**src/hw/lsu_params.svh**
```systemverilog
////////////////////
// load/store unit parameters
// bus width, byte lanes, credit depth and access size codes
////////////////////

`ifndef LSU_PARAMS_SVH
`define LSU_PARAMS_SVH

`define LSU_XLEN      32            // data and address width
`define LSU_NBYTES    4             // byte lanes, also the step to the second beat
`define LSU_CREDITS   2             // bus beats allowed in flight

// access size codes
`define LSU_TYPE_WORD 2'b00
`define LSU_TYPE_HALF 2'b01
`define LSU_TYPE_BYTE 2'b10

`define LSU_ERR_BASE  32'h0000_00c0 // word pattern answered with a bus error
`define LSU_ERR_MASK  32'h0000_00f8 // covers two adjacent words

`endif

```
**src/hw/lsu_pkg.sv**
```systemverilog
////////////////////
// load/store unit types
// access size, execute-side request, result and beat descriptor
////////////////////

`include "lsu_params.svh"

package lsu_pkg;

  typedef enum logic [1:0] {
    LSU_WORD = `LSU_TYPE_WORD,
    LSU_HALF = `LSU_TYPE_HALF,
    LSU_BYTE = `LSU_TYPE_BYTE
  } lsu_type_e;

  // operation from the execute stage
  typedef struct packed {
    logic                 we;
    lsu_type_e            dtype;
    logic                 sign_ext;
    logic [`LSU_XLEN-1:0] addr;      // byte address, any alignment
    logic [`LSU_XLEN-1:0] wdata;
  } lsu_req_t;

  // one completed access
  typedef struct packed {
    logic [`LSU_XLEN-1:0] rdata;     // extended load data, zero on stores
    logic                 err;
    logic                 we;
    logic [`LSU_XLEN-1:0] addr;      // faulting address
  } lsu_rsp_t;

  // granted beat, handed from the request side to the response side
  typedef struct packed {
    logic [1:0]           offset;
    lsu_type_e            dtype;
    logic                 sign_ext;
    logic                 we;
    logic                 first;     // first half of a split access
    logic [`LSU_XLEN-1:0] addr;
  } lsu_beat_t;

endpackage

```
**src/hw/lsu_req_stage.sv**
```systemverilog
////////////////////
// lsu request stage
// takes one operation, splits misaligned ones into two word beats,
// drives the bus request side and tracks bus credits
////////////////////

`timescale 1ns/100ps
`include "lsu_params.svh"

module lsu_req_stage (
  input  logic                  clk_i,
  input  logic                  rst_ni,
  input  logic                  req_valid_i,
  input  lsu_pkg::lsu_req_t     req_i,
  output logic                  req_ready_o,
  output logic                  data_req_o,
  input  logic                  data_gnt_i,
  output logic [`LSU_XLEN-1:0]  data_addr_o,
  output logic                  data_we_o,
  output logic [`LSU_NBYTES-1:0] data_be_o,
  output logic [`LSU_XLEN-1:0]  data_wdata_o,
  output logic                  beat_valid_o,
  output lsu_pkg::lsu_beat_t    beat_o,
  input  logic                  credit_return_i
);

  localparam int CntW = $clog2(`LSU_CREDITS + 1);
  localparam logic [CntW-1:0] CntFull = `LSU_CREDITS;
  localparam logic [`LSU_XLEN-1:0] Step = `LSU_NBYTES;

  typedef enum logic [1:0] {ST_IDLE, ST_FIRST, ST_SECOND} state_e;

  state_e            state_q, state_d;
  lsu_pkg::lsu_req_t op_q;                     // accepted operation
  logic [CntW-1:0]   credit_q, credit_d;
  logic              accept, grant;
  logic              split, second;
  logic [1:0]        offset;
  logic [`LSU_XLEN-1:0] addr_next, beat_addr;

  assign accept = req_valid_i & req_ready_o;
  assign grant  = data_req_o & data_gnt_i;
  assign offset = op_q.addr[1:0];
  assign second = (state_q == ST_SECOND);

  // word off a boundary, or a half that crosses into the next word
  assign split = ((op_q.dtype == lsu_pkg::LSU_WORD) && (offset != 2'b00)) ||
                 ((op_q.dtype == lsu_pkg::LSU_HALF) && (offset == 2'b11));

  assign addr_next = {op_q.addr[`LSU_XLEN-1:2], 2'b00} + Step;
  assign beat_addr = second ? addr_next : op_q.addr;

  ////////////////////
  // control
  ////////////////////

  always_comb begin
    state_d = state_q;
    unique case (state_q)
      ST_IDLE:   if (accept) state_d = ST_FIRST;
      ST_FIRST:  if (grant) state_d = split ? ST_SECOND : ST_IDLE;
      ST_SECOND: if (grant) state_d = ST_IDLE;
      default:   state_d = ST_IDLE;
    endcase
  end

  // one spent per grant, one back per read-valid
  assign credit_d = credit_q - CntW'(grant) + CntW'(credit_return_i);

  always_ff @(posedge clk_i or negedge rst_ni) begin
    if (!rst_ni) begin
      state_q  <= ST_IDLE;
      credit_q <= CntFull;
    end else begin
      state_q  <= state_d;
      credit_q <= credit_d;
    end
  end

  always_ff @(posedge clk_i) begin
    if (accept) op_q <= req_i;
  end

  // full credits leave room for both halves of a split
  assign req_ready_o = (state_q == ST_IDLE) && (credit_q == CntFull);
  assign data_req_o  = (state_q inside {ST_FIRST, ST_SECOND}) && (credit_q != '0);

  ////////////////////
  // byte enables
  ////////////////////

  always_comb begin
    unique case (op_q.dtype)
      lsu_pkg::LSU_WORD: begin
        if (!second) begin
          data_be_o = 4'b1111 << offset;       // 1111, 1110, 1100, 1000
        end else begin
          data_be_o = ~(4'b1111 << offset);    // spill into next word
        end
      end
      lsu_pkg::LSU_HALF: begin
        if (!second) begin
          data_be_o = 4'b0011 << offset;       // top bit drops at offset 3
        end else begin
          data_be_o = 4'b0001;
        end
      end
      default: data_be_o = 4'b0001 << offset;  // byte
    endcase
  end

  // rotate store data so byte 0 lands on lane offset, the wrap serves beat two
  always_comb begin
    unique case (offset)
      2'b00:   data_wdata_o = op_q.wdata;
      2'b01:   data_wdata_o = {op_q.wdata[23:0], op_q.wdata[31:24]};
      2'b10:   data_wdata_o = {op_q.wdata[15:0], op_q.wdata[31:16]};
      default: data_wdata_o = {op_q.wdata[7:0], op_q.wdata[31:8]};
    endcase
  end

  assign data_addr_o = {beat_addr[`LSU_XLEN-1:2], 2'b00};
  assign data_we_o   = op_q.we;

  ////////////////////
  // beat descriptor
  ////////////////////

  assign beat_valid_o    = grant;
  assign beat_o.offset   = offset;
  assign beat_o.dtype    = op_q.dtype;
  assign beat_o.sign_ext = op_q.sign_ext;
  assign beat_o.we       = op_q.we;
  assign beat_o.first    = split & ~second;
  assign beat_o.addr     = beat_addr;            // op address or aligned second address

  // assertions
  a_state_legal : assert property (@(posedge clk_i) disable iff (!rst_ni)
    state_q inside {ST_IDLE, ST_FIRST, ST_SECOND});

  // request must be held with a stable aligned address until granted
  a_req_held : assert property (@(posedge clk_i) disable iff (!rst_ni)
    data_req_o && !data_gnt_i |=> data_req_o && $stable(data_addr_o) &&
                                  $stable(data_be_o) && $stable(data_wdata_o));

  a_credit_bound : assert property (@(posedge clk_i) disable iff (!rst_ni)
    credit_q <= CntFull);

endmodule

```
**src/hw/lsu_rsp_stage.sv**
```systemverilog
////////////////////
// lsu response stage
// matches read-valid beats to queued descriptors, merges split loads,
// extends the result and hands credits back
////////////////////

`timescale 1ns/100ps
`include "lsu_params.svh"

module lsu_rsp_stage (
  input  logic                 clk_i,
  input  logic                 rst_ni,
  input  logic                 beat_valid_i,
  input  lsu_pkg::lsu_beat_t   beat_i,
  input  logic                 data_rvalid_i,
  input  logic                 data_err_i,
  input  logic [`LSU_XLEN-1:0] data_rdata_i,
  output logic                 credit_return_o,
  output logic                 rsp_valid_o,
  output lsu_pkg::lsu_rsp_t    rsp_o
);

  localparam int Depth = `LSU_CREDITS;
  localparam int PtrW  = $clog2(Depth);
  localparam int CntW  = $clog2(Depth + 1);

  lsu_pkg::lsu_beat_t   q_mem [Depth];         // in grant order
  lsu_pkg::lsu_beat_t   head;
  logic [PtrW-1:0]      wr_ptr_q, rd_ptr_q;
  logic [CntW-1:0]      cnt_q;
  logic [`LSU_XLEN-1:8] rdata_q;               // upper bytes of the first beat
  logic [`LSU_XLEN-1:0] addr_q;                // operation address of a split
  logic                 err_q;                 // first beat erred
  logic                 split_fin;
  logic [`LSU_XLEN-1:0] rdata_w, rdata_h, rdata_b, rdata_ext;
  logic [15:0]          half;
  logic [7:0]           byte_sel;

  assign head = q_mem[rd_ptr_q];

  ////////////////////
  // descriptor queue
  ////////////////////

  always_ff @(posedge clk_i) begin
    if (beat_valid_i) q_mem[wr_ptr_q] <= beat_i;
  end

  always_ff @(posedge clk_i or negedge rst_ni) begin
    if (!rst_ni) begin
      wr_ptr_q <= '0;
      rd_ptr_q <= '0;
      cnt_q    <= '0;
      err_q    <= 1'b0;
    end else begin
      if (beat_valid_i) wr_ptr_q <= wr_ptr_q + 1'b1;
      if (data_rvalid_i) rd_ptr_q <= rd_ptr_q + 1'b1;
      cnt_q <= cnt_q + CntW'(beat_valid_i) - CntW'(data_rvalid_i);
      if (data_rvalid_i && head.first) err_q <= data_err_i;
    end
  end

  // first half of a split: keep bytes and address, no result yet
  always_ff @(posedge clk_i) begin
    if (data_rvalid_i && head.first) begin
      rdata_q <= data_rdata_i[`LSU_XLEN-1:8];
      addr_q  <= head.addr;
    end
  end

  ////////////////////
  // realign and extend
  ////////////////////

  always_comb begin
    unique case (head.offset)
      2'b00:   rdata_w = data_rdata_i;
      2'b01:   rdata_w = {data_rdata_i[7:0], rdata_q[31:8]};
      2'b10:   rdata_w = {data_rdata_i[15:0], rdata_q[31:16]};
      default: rdata_w = {data_rdata_i[23:0], rdata_q[31:24]};
    endcase
  end

  always_comb begin
    unique case (head.offset)
      2'b00:   half = data_rdata_i[15:0];
      2'b01:   half = data_rdata_i[23:8];
      2'b10:   half = data_rdata_i[31:16];
      default: half = {data_rdata_i[7:0], rdata_q[31:24]}; // crosses words
    endcase
  end

  assign byte_sel = data_rdata_i[{head.offset, 3'b000} +: 8];
  assign rdata_h  = {{16{head.sign_ext & half[15]}}, half};
  assign rdata_b  = {{24{head.sign_ext & byte_sel[7]}}, byte_sel};

  always_comb begin
    unique case (head.dtype)
      lsu_pkg::LSU_WORD: rdata_ext = rdata_w;
      lsu_pkg::LSU_HALF: rdata_ext = rdata_h;
      default:           rdata_ext = rdata_b;
    endcase
  end

  // head is the second beat of a split access
  assign split_fin = ((head.dtype == lsu_pkg::LSU_WORD) && (head.offset != 2'b00)) ||
                     ((head.dtype == lsu_pkg::LSU_HALF) && (head.offset == 2'b11));

  ////////////////////
  // outputs
  ////////////////////

  assign credit_return_o = data_rvalid_i;
  assign rsp_valid_o     = data_rvalid_i & ~head.first;
  assign rsp_o.rdata     = head.we ? '0 : rdata_ext;
  assign rsp_o.err       = data_err_i | (split_fin & err_q);
  assign rsp_o.we        = head.we;
  // second address only when the second beat alone erred
  assign rsp_o.addr      = (split_fin && !(data_err_i && !err_q)) ? addr_q : head.addr;

  a_err_with_rvalid : assert property (@(posedge clk_i) disable iff (!rst_ni)
    data_err_i |-> data_rvalid_i);

  a_rvalid_queued : assert property (@(posedge clk_i) disable iff (!rst_ni)
    data_rvalid_i |-> (cnt_q != '0));

  // credits upstream keep grants within the queue depth
  a_no_overflow : assert property (@(posedge clk_i) disable iff (!rst_ni)
    beat_valid_i |-> (cnt_q < CntW'(Depth)));

endmodule

```
**src/hw/lsu_core.sv**
```systemverilog
////////////////////
// load/store unit top
// request stage and response stage, joined by beats and credits
////////////////////

`timescale 1ns/100ps
`include "lsu_params.svh"

module lsu_core (
  input  logic                   clk_i,
  input  logic                   rst_ni,
  // execute side
  input  logic                   req_valid_i,
  input  lsu_pkg::lsu_req_t      req_i,
  output logic                   req_ready_o,
  output logic                   rsp_valid_o,
  output lsu_pkg::lsu_rsp_t      rsp_o,
  // data bus
  output logic                   data_req_o,
  input  logic                   data_gnt_i,
  input  logic                   data_rvalid_i,
  input  logic                   data_err_i,
  output logic [`LSU_XLEN-1:0]   data_addr_o,
  output logic                   data_we_o,
  output logic [`LSU_NBYTES-1:0] data_be_o,
  output logic [`LSU_XLEN-1:0]   data_wdata_o,
  input  logic [`LSU_XLEN-1:0]   data_rdata_i
);

  logic               beat_valid;              // one per grant
  lsu_pkg::lsu_beat_t beat;
  logic               credit_return;           // one per read-valid

  lsu_req_stage req_stage_i (
    .clk_i           (clk_i),
    .rst_ni          (rst_ni),
    .req_valid_i     (req_valid_i),
    .req_i           (req_i),
    .req_ready_o     (req_ready_o),
    .data_req_o      (data_req_o),
    .data_gnt_i      (data_gnt_i),
    .data_addr_o     (data_addr_o),
    .data_we_o       (data_we_o),
    .data_be_o       (data_be_o),
    .data_wdata_o    (data_wdata_o),
    .beat_valid_o    (beat_valid),
    .beat_o          (beat),
    .credit_return_i (credit_return)
  );

  lsu_rsp_stage rsp_stage_i (
    .clk_i           (clk_i),
    .rst_ni          (rst_ni),
    .beat_valid_i    (beat_valid),
    .beat_i          (beat),
    .data_rvalid_i   (data_rvalid_i),
    .data_err_i      (data_err_i),
    .data_rdata_i    (data_rdata_i),
    .credit_return_o (credit_return),
    .rsp_valid_o     (rsp_valid_o),
    .rsp_o           (rsp_o)
  );

endmodule

```
**config.mk**
```make
export PLATFORM = sky130hd
export DESIGN_NAME = lsu_core
export DESIGN_NICKNAME = d
export VERILOG_FILES = /design/src/hw/lsu_pkg.sv /design/src/hw/lsu_req_stage.sv /design/src/hw/lsu_rsp_stage.sv /design/src/hw/lsu_core.sv
export VERILOG_INCLUDE_DIRS = /design/src /design/src/hw
export SDC_FILE = /design/constraint.sdc
export NUM_CORES = 1
export LEC_CHECK = 0
export ABC_AREA = 1
export BUFFER_PORTS_ARGS = -buffer_cell sky130_fd_sc_hd__buf_2
export CORE_MARGIN = 1.5
export CORE_UTILIZATION = 30
export CTS_CLUSTER_SIZE = 12
export DETAILED_ROUTE_END_ITERATION = 6
export SLEW_MARGIN = 30
export SYNTH_ARGS = -nofsm -noshare
export SYNTH_HDL_FRONTEND = slang
export SYNTH_HIERARCHICAL = 1
export SYNTH_SLANG_ARGS = --single-unit
```
**constraint.sdc**
```tcl
create_clock -name clk_i -period 7.2 [get_ports clk_i]
set_clock_uncertainty 0.05 [all_clocks]
set_input_delay 1.44 -clock clk_i [delete_from_list [all_inputs] [get_ports clk_i]]
set_output_delay 1.44 -clock clk_i [all_outputs]
set_load 0.01 [all_outputs]
```
== Yosys cells after proc, flatten, opt, wreduce, memory -nomap -nowiden ==
Memory sizes are Yosys's and may differ from the RTL's.
Index checks and enable logic that the tools add are counted.

* Flip-flop bits (word level): 131
* Bits in writable memories: 78
* Output and inout port bits: 138
* Memories: 1

* Add/sub/neg operators: 5
* Eq/ne operators: 14
* Shift-type cells: 4
* Muxes and demuxes: 17
* Bitwise operators: 11
* Reduce and logical (&&, ||, !) cells: 23

{| class="wikitable"
|+ Memory list
! memory !! words !! width !! read ports !! clocked after Yosys merged registers in !! wr ports !! line !! source
|-
| rsp_stage_i.q_mem || 2 || 39 || 1 || 0 || 1 || lsu_rsp_stage.sv:27 || <nowiki>lsu_pkg::lsu_beat_t q_mem [Depth];</nowiki>
|}

{| class="wikitable"
|+ Operators with widths
! cell !! number
|-
| case mux 32 bit (3 select lines) || 2
|-
| 2-to-1 mux 32 bit || 3
|-
| case mux 32 bit (2 select lines) || 1
|-
| case mux 16 bit (3 select lines) || 1
|-
| adder 32 x 3 -> 32 bit (second input constant) || 1
|-
| indexed part select 32 x 6 -> 8 bit || 1
|-
| == test 2 bit (second input constant) || 6
|-
| == test 2 x 1 -> 1 bit (second input constant) || 5
|-
| logical NOT 2 bit || 5
|-
| logical AND 1 bit || 9
|-
| 2-to-1 mux 2 bit || 4
|-
| 2-to-1 mux 4 bit || 2
|-
| case mux 4 bit (2 select lines) || 1
|-
| nonzero test 2 bit || 4
|-
| AND 1 bit || 7
|-
| inequality test 2 x 1 -> 1 bit (second input constant) || 3
|-
| case mux 2 bit (3 select lines) || 1
|-
| inverter 4 bit || 1
|-
| left shift 1 x 2 -> 4 bit (first input constant) || 1
|-
| left shift 2 x 2 -> 4 bit (first input constant) || 1
|-
| left shift 4 x 2 -> 4 bit (first input constant) || 1
|-
| AND reduction 3 bit || 1
|-
| adder 1 bit (second input constant) || 2
|-
| adder 2 x 1 -> 2 bit || 1
|-
| 6 further kinds || 10
|}

== Longest topological paths before layout ==
Gate-level depths: netlist (run 1).

* Word-level depth: 6
* Depth in mapped cells: 14

== By module ==
The synthesis (run 1) kept the hierarchy.

{| class="wikitable"
|+ By module, submodules not included
! module !! times used !! cells each !! area an instance (um^2)
|-
| lsu_rsp_stage || 1 || 909 || 7592.3
|-
| lsu_req_stage || 1 || 537 || 4618.2
|}

== Worst setup path before layout (run 1) ==
No wires, ideal clock.

* Path kind: in2reg
* Start: input data_gnt_i
* End: memory rsp_stage_i/q_mem[0][0] (netlist bit) (enable)
* Library setup time: 0.436 ns
* Arrival: 3.302 ns
* Path slack: 3.412 ns
* Stages on the path: 4
* Path buffers: 0
* Cells stage by stage: nand2_1 > inv_1 > inv_1 > nor2_1

* Longest elaborated chain between the ends: 3

{| class="wikitable"
|+ RTL lines
! element !! line !! source
|-
| start, declared || lsu_core.sv:20 || <nowiki>input logic data_gnt_i,</nowiki>
|-
| AND 1 bit || lsu_req_stage.sv:42 || <nowiki>assign grant = data_req_o & data_gnt_i;</nowiki>
|-
| via beat_valid || lsu_core.sv:30 || <nowiki>logic beat_valid;</nowiki>
|-
| 2-to-1 mux 1 bit || lsu_rsp_stage.sv:46 || <nowiki>if (beat_valid_i) q_mem[wr_ptr_q] <= beat_i;</nowiki>
|-
| 2-to-1 mux 1 bit (not written as such) || lsu_rsp_stage.sv:46 ||
|-
| end, declared || lsu_rsp_stage.sv:27 ||
|}

The timed path passes the listed nets, and every way through them passes these cells.

==> results of run 1 <==
-- through the flow --
step | hold WS (ns) | total power [µW] | worst slack, ns
4_1_cts | 0.409 | 5930 | 1.92
6_report | 0.402 | 5870 | 2.24
2_1_floorplan | 0.413 | 3720 | 3.41
3_3_place_gp | 0.386 | 4500 | 2.61
5_1_grt | 0.426 | 6320 | 1.96
3_5_place_dp | 0.395 | 4540 | 2.52
-- worst register-to-register path: stages, from the launching register on --
cell	delay, ns
dfrtp_1	0.38
buf_4	0.44
nand2_1	0.10
nand2_1	0.15
nand2_1	0.13
inv_2	0.40
buf_4	0.56
-- power breakdown --
group          switching [µW]  internal [µW]  leakage (µW)  total (µW)
logic                    1890            827       0.00412        2720
clock network             521            842      0.000428        1360
registers                 116           1670       0.00194        1790
-- Yosys cell counts (all sizes together) --
cell      n
ha       15
a21boi    2
clkbuf   20
a22oi     2
or2       2
o21ai    82
nor2     76
dfstp     1
o21bai    1
a21oi    71
xor2     16
xnor2     6
buf      83
nand4    10
o211ai   12
dfrtp     6
edfxtp  202
o221ai    2
o22ai    32
nand3   103
nor3b     1
nor3      4
o21a      1
o31ai     1
nand2   509
inv     181
conb      1
nand3b    4
-- worst min-delay path by stage --
stage | endpoint | from | depth (start not counted)
global placement | rsp_stage_i/q_mem[0][34]$_DFFE_PP_ | req_stage_i/beat_o[34]$_DFFE_PP_ | 0
global route | rsp_stage_i/q_mem[1][34]$_DFFE_PP_ | req_stage_i/beat_o[34]$_DFFE_PP_ | 0
floorplan | rsp_stage_i/wr_ptr_q$_DFFE_PN0P_ | rsp_stage_i/wr_ptr_q$_DFFE_PN0P_ | 1
detailed placement | rsp_stage_i/q_mem[0][34]$_DFFE_PP_ | req_stage_i/beat_o[34]$_DFFE_PP_ | 0
finish | rsp_stage_i/q_mem[1][34]$_DFFE_PP_ | req_stage_i/beat_o[34]$_DFFE_PP_ | 0
CTS | rsp_stage_i/q_mem[1][34]$_DFFE_PP_ | req_stage_i/beat_o[34]$_DFFE_PP_ | 0
-- cell families (layout without fill, tap and decap cells) --
| logic type | after synthesis | after routing | synth area share |
|---|---|---|---|
| AOI/OAI and AO/OA | 206 | 206 | 0.0967 |
| xor gates and xnor gates | 22 | 22 | 0.0158 |
| adders and majority gates | 15 | 15 | 0.0154 |
| buffers and inverters | 284 | 474 | 0.110 |
| DFF | 209 | 209 | 0.511 |
| other | 1 | 3 | 0.000307 |
| and+or+nand+nor | 709 | 709 | 0.251 |
-- metal layers --
layer	vias to the layer above	GRT usage
met3	63	0.0334
met2	442	0.251
li1	5046	-
met5	-	0
met1	4742	0.226
met4	2	0.0512
-- state kept, by name, summed over array words and instances (netlist names), 2 cells and up --
signal	cells
rsp_stage_i/rdata_q	24
req_stage_i/op_q	62
req_stage_i/credit_q	2
rsp_stage_i/addr_q	32
req_stage_i/beat_o	5
rsp_stage_i/q_mem	78
req_stage_i/state_q	2
-- area by class of cell --
cell class | count | area (µm²) | share of cell area
well taps | 525 | 657 | 0.0456
diodes | 1 | 2.50 | 0.000174
repair buffers | 247 | 1250 | 0.0869
multi-input cells | 954 | 4670 | 0.324
inverters | 181 | 682 | 0.0473
clock buffers | 29 | 662 | 0.0460
flip-flops and latches | 209 | 6240 | 0.433
clock inverters | 17 | 236 | 0.0164
==> run metrics, run 1 <==
status=complete, no violations; slowest stage delay, CP=0.49 ns; Final ANT Viol Nets=0; total via count in the routed design=10295; largest net degree at the start of global routing=69; Synth area leaders=edfxtp_1 50%, nand2_1 15%, inv_1 5.4%; RSZ-0062 raised after global routing=no; num ports=244; TNS Setup=0 ns; Remaining DRCs=0; Fill cells=4084; Crit. End Element=primary output; synthesized cell area=12200 µm²; synth unique cells=44; dpl cells=2116; final worst path period share=0.689; Critical Path End=rsp_o[53]; area share of the largest cell type after synthesis=0.497; peak supply drop=0.000201 V; initial antenna violation count=2; Synth area leader=edfxtp_1; CTS H-tree lvls=1; die height=205 µm; R2R Path End=rsp_stage_i/rdata_q[31]$_DFFE_PP_; Final Max Tran Viols=0; final hold viol count=0; metal3 WL=3050 µm; hold buffer count at CTS=0; number of cells on the critical path=10; worst r2r src=rsp_stage_i/rd_ptr_q$_DFFE_PN0P_; worst setup path start=rsp_stage_i/rd_ptr_q$_DFFE_PN0P_; PortBufs=approximately 240; post-layout instance area=14400 µm²; clk_lat worst skew=0.54 ns; vias per inst=roughly 4.8; CP required=5.71 ns; initial DRC count=~820; min-delay worst type=reg -> reg; Congestion Overflow GR=0; Critical Path AT=between 3 and 4 ns; final number of setup-violating endpoints=0; commonest non-fill, non-tap cell in the layout=nand2_1; syn_area_per_cell=8.44 µm²; first-pass GRT wire length=between 50000 and 60000 µm; clock sink count=about 210; synthesized netlist cell count=1446; WL final=between 30000 and 40000 µm; Clk Tree Root Cell=clkbuf_16; most frequent cells in the layout=489 x nand2_1, 241 x buf_2, 202 x edfxtp_1, 171 x inv_1, 100 x nand3_1; Synth Register Bits=209; routability congestion estimate=0.883; met2 routed WL=15300 µm; R2R depth=6; uppermost layer routed=met5; All-Layer GR Usage=0.162; starting density of the core=0.306; post-CTS sizing=0; CP bufs+invs=2; layout cells sized above 1=0.216; Worst path top cell family by delay=simple AND/OR/NAND/NOR gates; Fmax achieved=0.202 GHz; Post-CTS Setup Bufs=0; crit path cell chain=buf_4, nand2_1, nand2_4, nand2_4, nand2_2, nand2_1, nand2_2, nand3_4, a21oi_1, buf_2; pwr/cell area=408 nW/µm²; Chip Width=205 µm; Area Overhead vs Synth=18.0%; core area=between 30000 and 40000 µm²; CTS Buffer Depth=3; sequential-to-total area share from yosys stat=0.511; yosys warns=6; final core utilization=0.361; std cell rows=73; routed len/inst=~16 µm; Leak=around 0.0065 µW; Worst Tran Pin Value=between 0.9 and 1 ns; CP Class=reg -> out; Worst setup SP type=flip-flop; die area=~42000 µm²; DRT met1 WL=15600 µm; fin crit period=4.96 ns; Reg2Reg Setup Slack=4.60 ns; Post-DP HPWL=between 20000 and 25000 µm; Final #Nets=1740; CTS tree=done; relative slew slack=0.382; via count of the first global-routing pass=9620; CP max FO=47; Worst path slowest cell=nand2_4; DRT Pass-1 Iters=5; total of max-cap violations=0; Finished Layout Cells=roughly 2200; TritonCTS Buffers=26; Post-DP Area=13500 µm²; clock-pin slew on the worst setup and hold paths=0.06 ns
Note: power is estimated with default switching activity, not from simulation.
==> run 2: changes to the inputs <==
==> constraint.sdc (replaced) <==
create_clock -name clk_i -period 4.46 [get_ports clk_i]
set_clock_uncertainty 0.05 [all_clocks]
set_input_delay 0.892 -clock clk_i [delete_from_list [all_inputs] [get_ports clk_i]]
set_output_delay 0.892 -clock clk_i [all_outputs]
set_load 0.01 [all_outputs]
==> run 2 against run 1 <==
  * Clock power increased by 42%
  * Critical path depth unchanged
  * Utilization decreased by 0.10 points
  * Wire length decreased by 1.0%
  * Combinational power increased by 63%
  * Via count decreased by 0.68%
  * Highest routed layer is now met4
  * Cell count increased by 0.18%
  * Critical path type unchanged
  * Final area decreased by 0.29%
  * First-iteration DRC count decreased by 2.4%
  * Largest cell class unchanged
  * Worst setup slack got worse by 1.9 ns
==> run metrics, run 2 (synthesis gave the netlist of run 1 again) <==
status=complete, no violations; R2R depth=6 (unchanged); clock sink count=209 (unchanged); clk_lat worst skew=0.55 ns (about the same); PortBufs=241 (unchanged); # diodes=0 (-1); Reg2Reg Setup Slack=1.84 ns (-2.76 ns); core area=39900 µm² (unchanged); TritonCTS Buffers=25 (-3.8%); std cell rows=73 (unchanged); Fill cells=4081 (-0.073%); final number of setup-violating endpoints=0 (unchanged); starting density of the core=0.306 (unchanged); final hold viol count=0 (unchanged); Chip Width=205 µm (unchanged); routability congestion estimate=0.891 (+0.89%); total of max-cap violations=0 (unchanged); Final ANT Viol Nets=0 (unchanged); most frequent cells in the layout=490 x nand2_1, 241 x buf_2, 202 x edfxtp_1, 171 x inv_1, 100 x nand3_1; Final #Nets=1747 (+0.40%); largest register by flop count=rsp_stage_i/q_mem; multi-input logic area=4660 µm² (-0.19%); final worst path period share=0.933; layout cells sized above 1=0.216 (about the same); Leak=0.00648 µW (-0.13%); largest net degree at the start of global routing=66 (-4.3%); WL final=34500 µm (-1.0%); overall power=9270 µW (+58%); CTS tree=done; Clk Tree Root Cell=clkbuf_16; Congestion Overflow GR=0 (unchanged); Post-DP HPWL=25300 µm (+1.7%); min-delay worst type=in -> async; peak supply drop=0.000361 V (+79%); first-pass GRT wire length=52800 µm (-1.3%); final core utilization=0.360 (-0.00103); die area=41900 µm² (unchanged); max reg flops=78 (unchanged); TNS Setup=0 ns (unchanged); Sequential cell area=6240 µm² (unchanged); All-Layer GR Usage=0.160 (-0.00254); num ports=244 (unchanged); biggest regs=rsp_stage_i/q_mem: 78 flops, req_stage_i/op_q: 62 flops, rsp_stage_i/addr_q: 32 flops; via count of the first global-routing pass=9590 (-0.31%); pwr/cell area=645 nW/µm² (+58%); Critical Path AT=3.22 ns (-0.25 ns); total via count in the routed design=10225 (-0.68%); clock-pin slew on the worst setup and hold paths=0.06 ns (about the same); RSZ-0062 raised after global routing=no; CP required=3.52 ns (-2.19 ns); Final Max Tran Viols=0 (unchanged); Worst setup SP type=flip-flop; initial antenna violation count=1 (-1); DRT Pass-1 Iters=6 (+1); CTS Buffer Depth=3 (unchanged); Worst Tran Pin Value=0.921 ns (-0.000117 ns); initial DRC count=799 (-2.4%); hold slack=0.149 ns (-0.253 ns); Fmax achieved=0.240 GHz; CTS H-tree lvls=1 (unchanged); Remaining DRCs=0 (unchanged); CP max FO=44 (-6.4%); fin crit period=about 4.2 ns; Area Overhead vs Synth=17.6%; die height=205 µm (unchanged); relative slew slack=0.383 (about the same); routed len/inst=15.9 µm (-1.2%); vias per inst=4.72 (-0.86%); CP Class=reg -> out; Crit. End Element=primary output; commonest non-fill, non-tap cell in the layout=nand2_1
==> run 2: cell types whose count changed in the layout (fill, tap and decap cells not counted), sizes merged <==
cell      change
buf           +8
bufinv        -4
clkbuf        +3
clkinv        -3
clkinvlp      +1
diode         -1
==> run 2: power by group <==
group / internal (µW) / switching (µW) / leakage (µW)
clock network: 1120 / 811 / 0.000367
registers: 2700 / 200 / 0.00194
logic: 1390 / 3040 / 0.00417
total: 5210 / 4050 / 0.00648
==> run 2: final cells by class <==
class | instances | area share
Sequential cell | 209 | 0.435
Inverter | 181 | 0.0477
Tap cell | 525 | 0.0457
Multi-Input combinational cell | 954 | 0.325
Timing Repair Buffer | 255 | 0.0936
Clock buffer | 32 | 0.0468
Clock inverter | 11 | 0.00706
==> run 2: metrics by stage <==
step | std cells | instance area (µm²) | worst slack (ns)
6_report | 2167 | 14400 | 0.299
5_1_grt | 2167 | 14400 | 0.0756
3_3_place_gp | 2123 | 13500 | 0.737
2_1_floorplan | 1447 | 12200 | 1.22
3_5_place_dp | 2123 | 13500 | 0.608
4_1_cts | 2166 | 14300 | 0.0109
==> run 2: path summary, 6_finish.rpt <==
kind | to | from
max in group asynchronous | req_stage_i/credit_q[1]$_DFF_PN1_ | rst_ni
worst max register to register | rsp_stage_i/addr_q[10]$_DFFE_PP_ | rsp_stage_i/rd_ptr_q$_DFFE_PN0P_
worst min-delay path | req_stage_i/state_q[0]$_DFFE_PN0P_ | rst_ni
worst min register to register | rsp_stage_i/q_mem[0][34]$_DFFE_PP_ | req_stage_i/beat_o[34]$_DFFE_PP_
min in group clk_i | rsp_stage_i/q_mem[0][34]$_DFFE_PP_ | req_stage_i/beat_o[34]$_DFFE_PP_
worst max-delay path | rsp_o[56] | rsp_stage_i/rd_ptr_q$_DFFE_PN0P_
==> run 2: repair_timing <==
| action | in CTS | in global routing |
|---|---|---|
| setup buffers | 0 | 0 |
| endpoints found under the setup margin | 0 | 16 |
| resized for setup | 0 | 3 |
| hold buffers | 0 | 0 |
==> run 2: layer usage <==
layer / GRT usage / vias to the layer above / part of all wire
met3: 0.0410 / 39 / 0.097
met2: 0.253 / 427 / 0.45
met5: 0 / - / 0
li1: - / 5070 / -
met1: 0.216 / 4689 / 0.44
met4: 0.0420 / 0 / 0.016
==> run 2: critical path, stage by stage, from the launching register on <==
cell and delay, ns:
dfrtp_1 0.52, inv_6 0.33, nand2_2 0.17, nand2_8 0.29, nand2_4 0.16, nand2_2 0.28, nand2_1 0.14, nand2_2 0.12
nand3_4 0.24, a21oi_1 0.25, buf_2 0.16
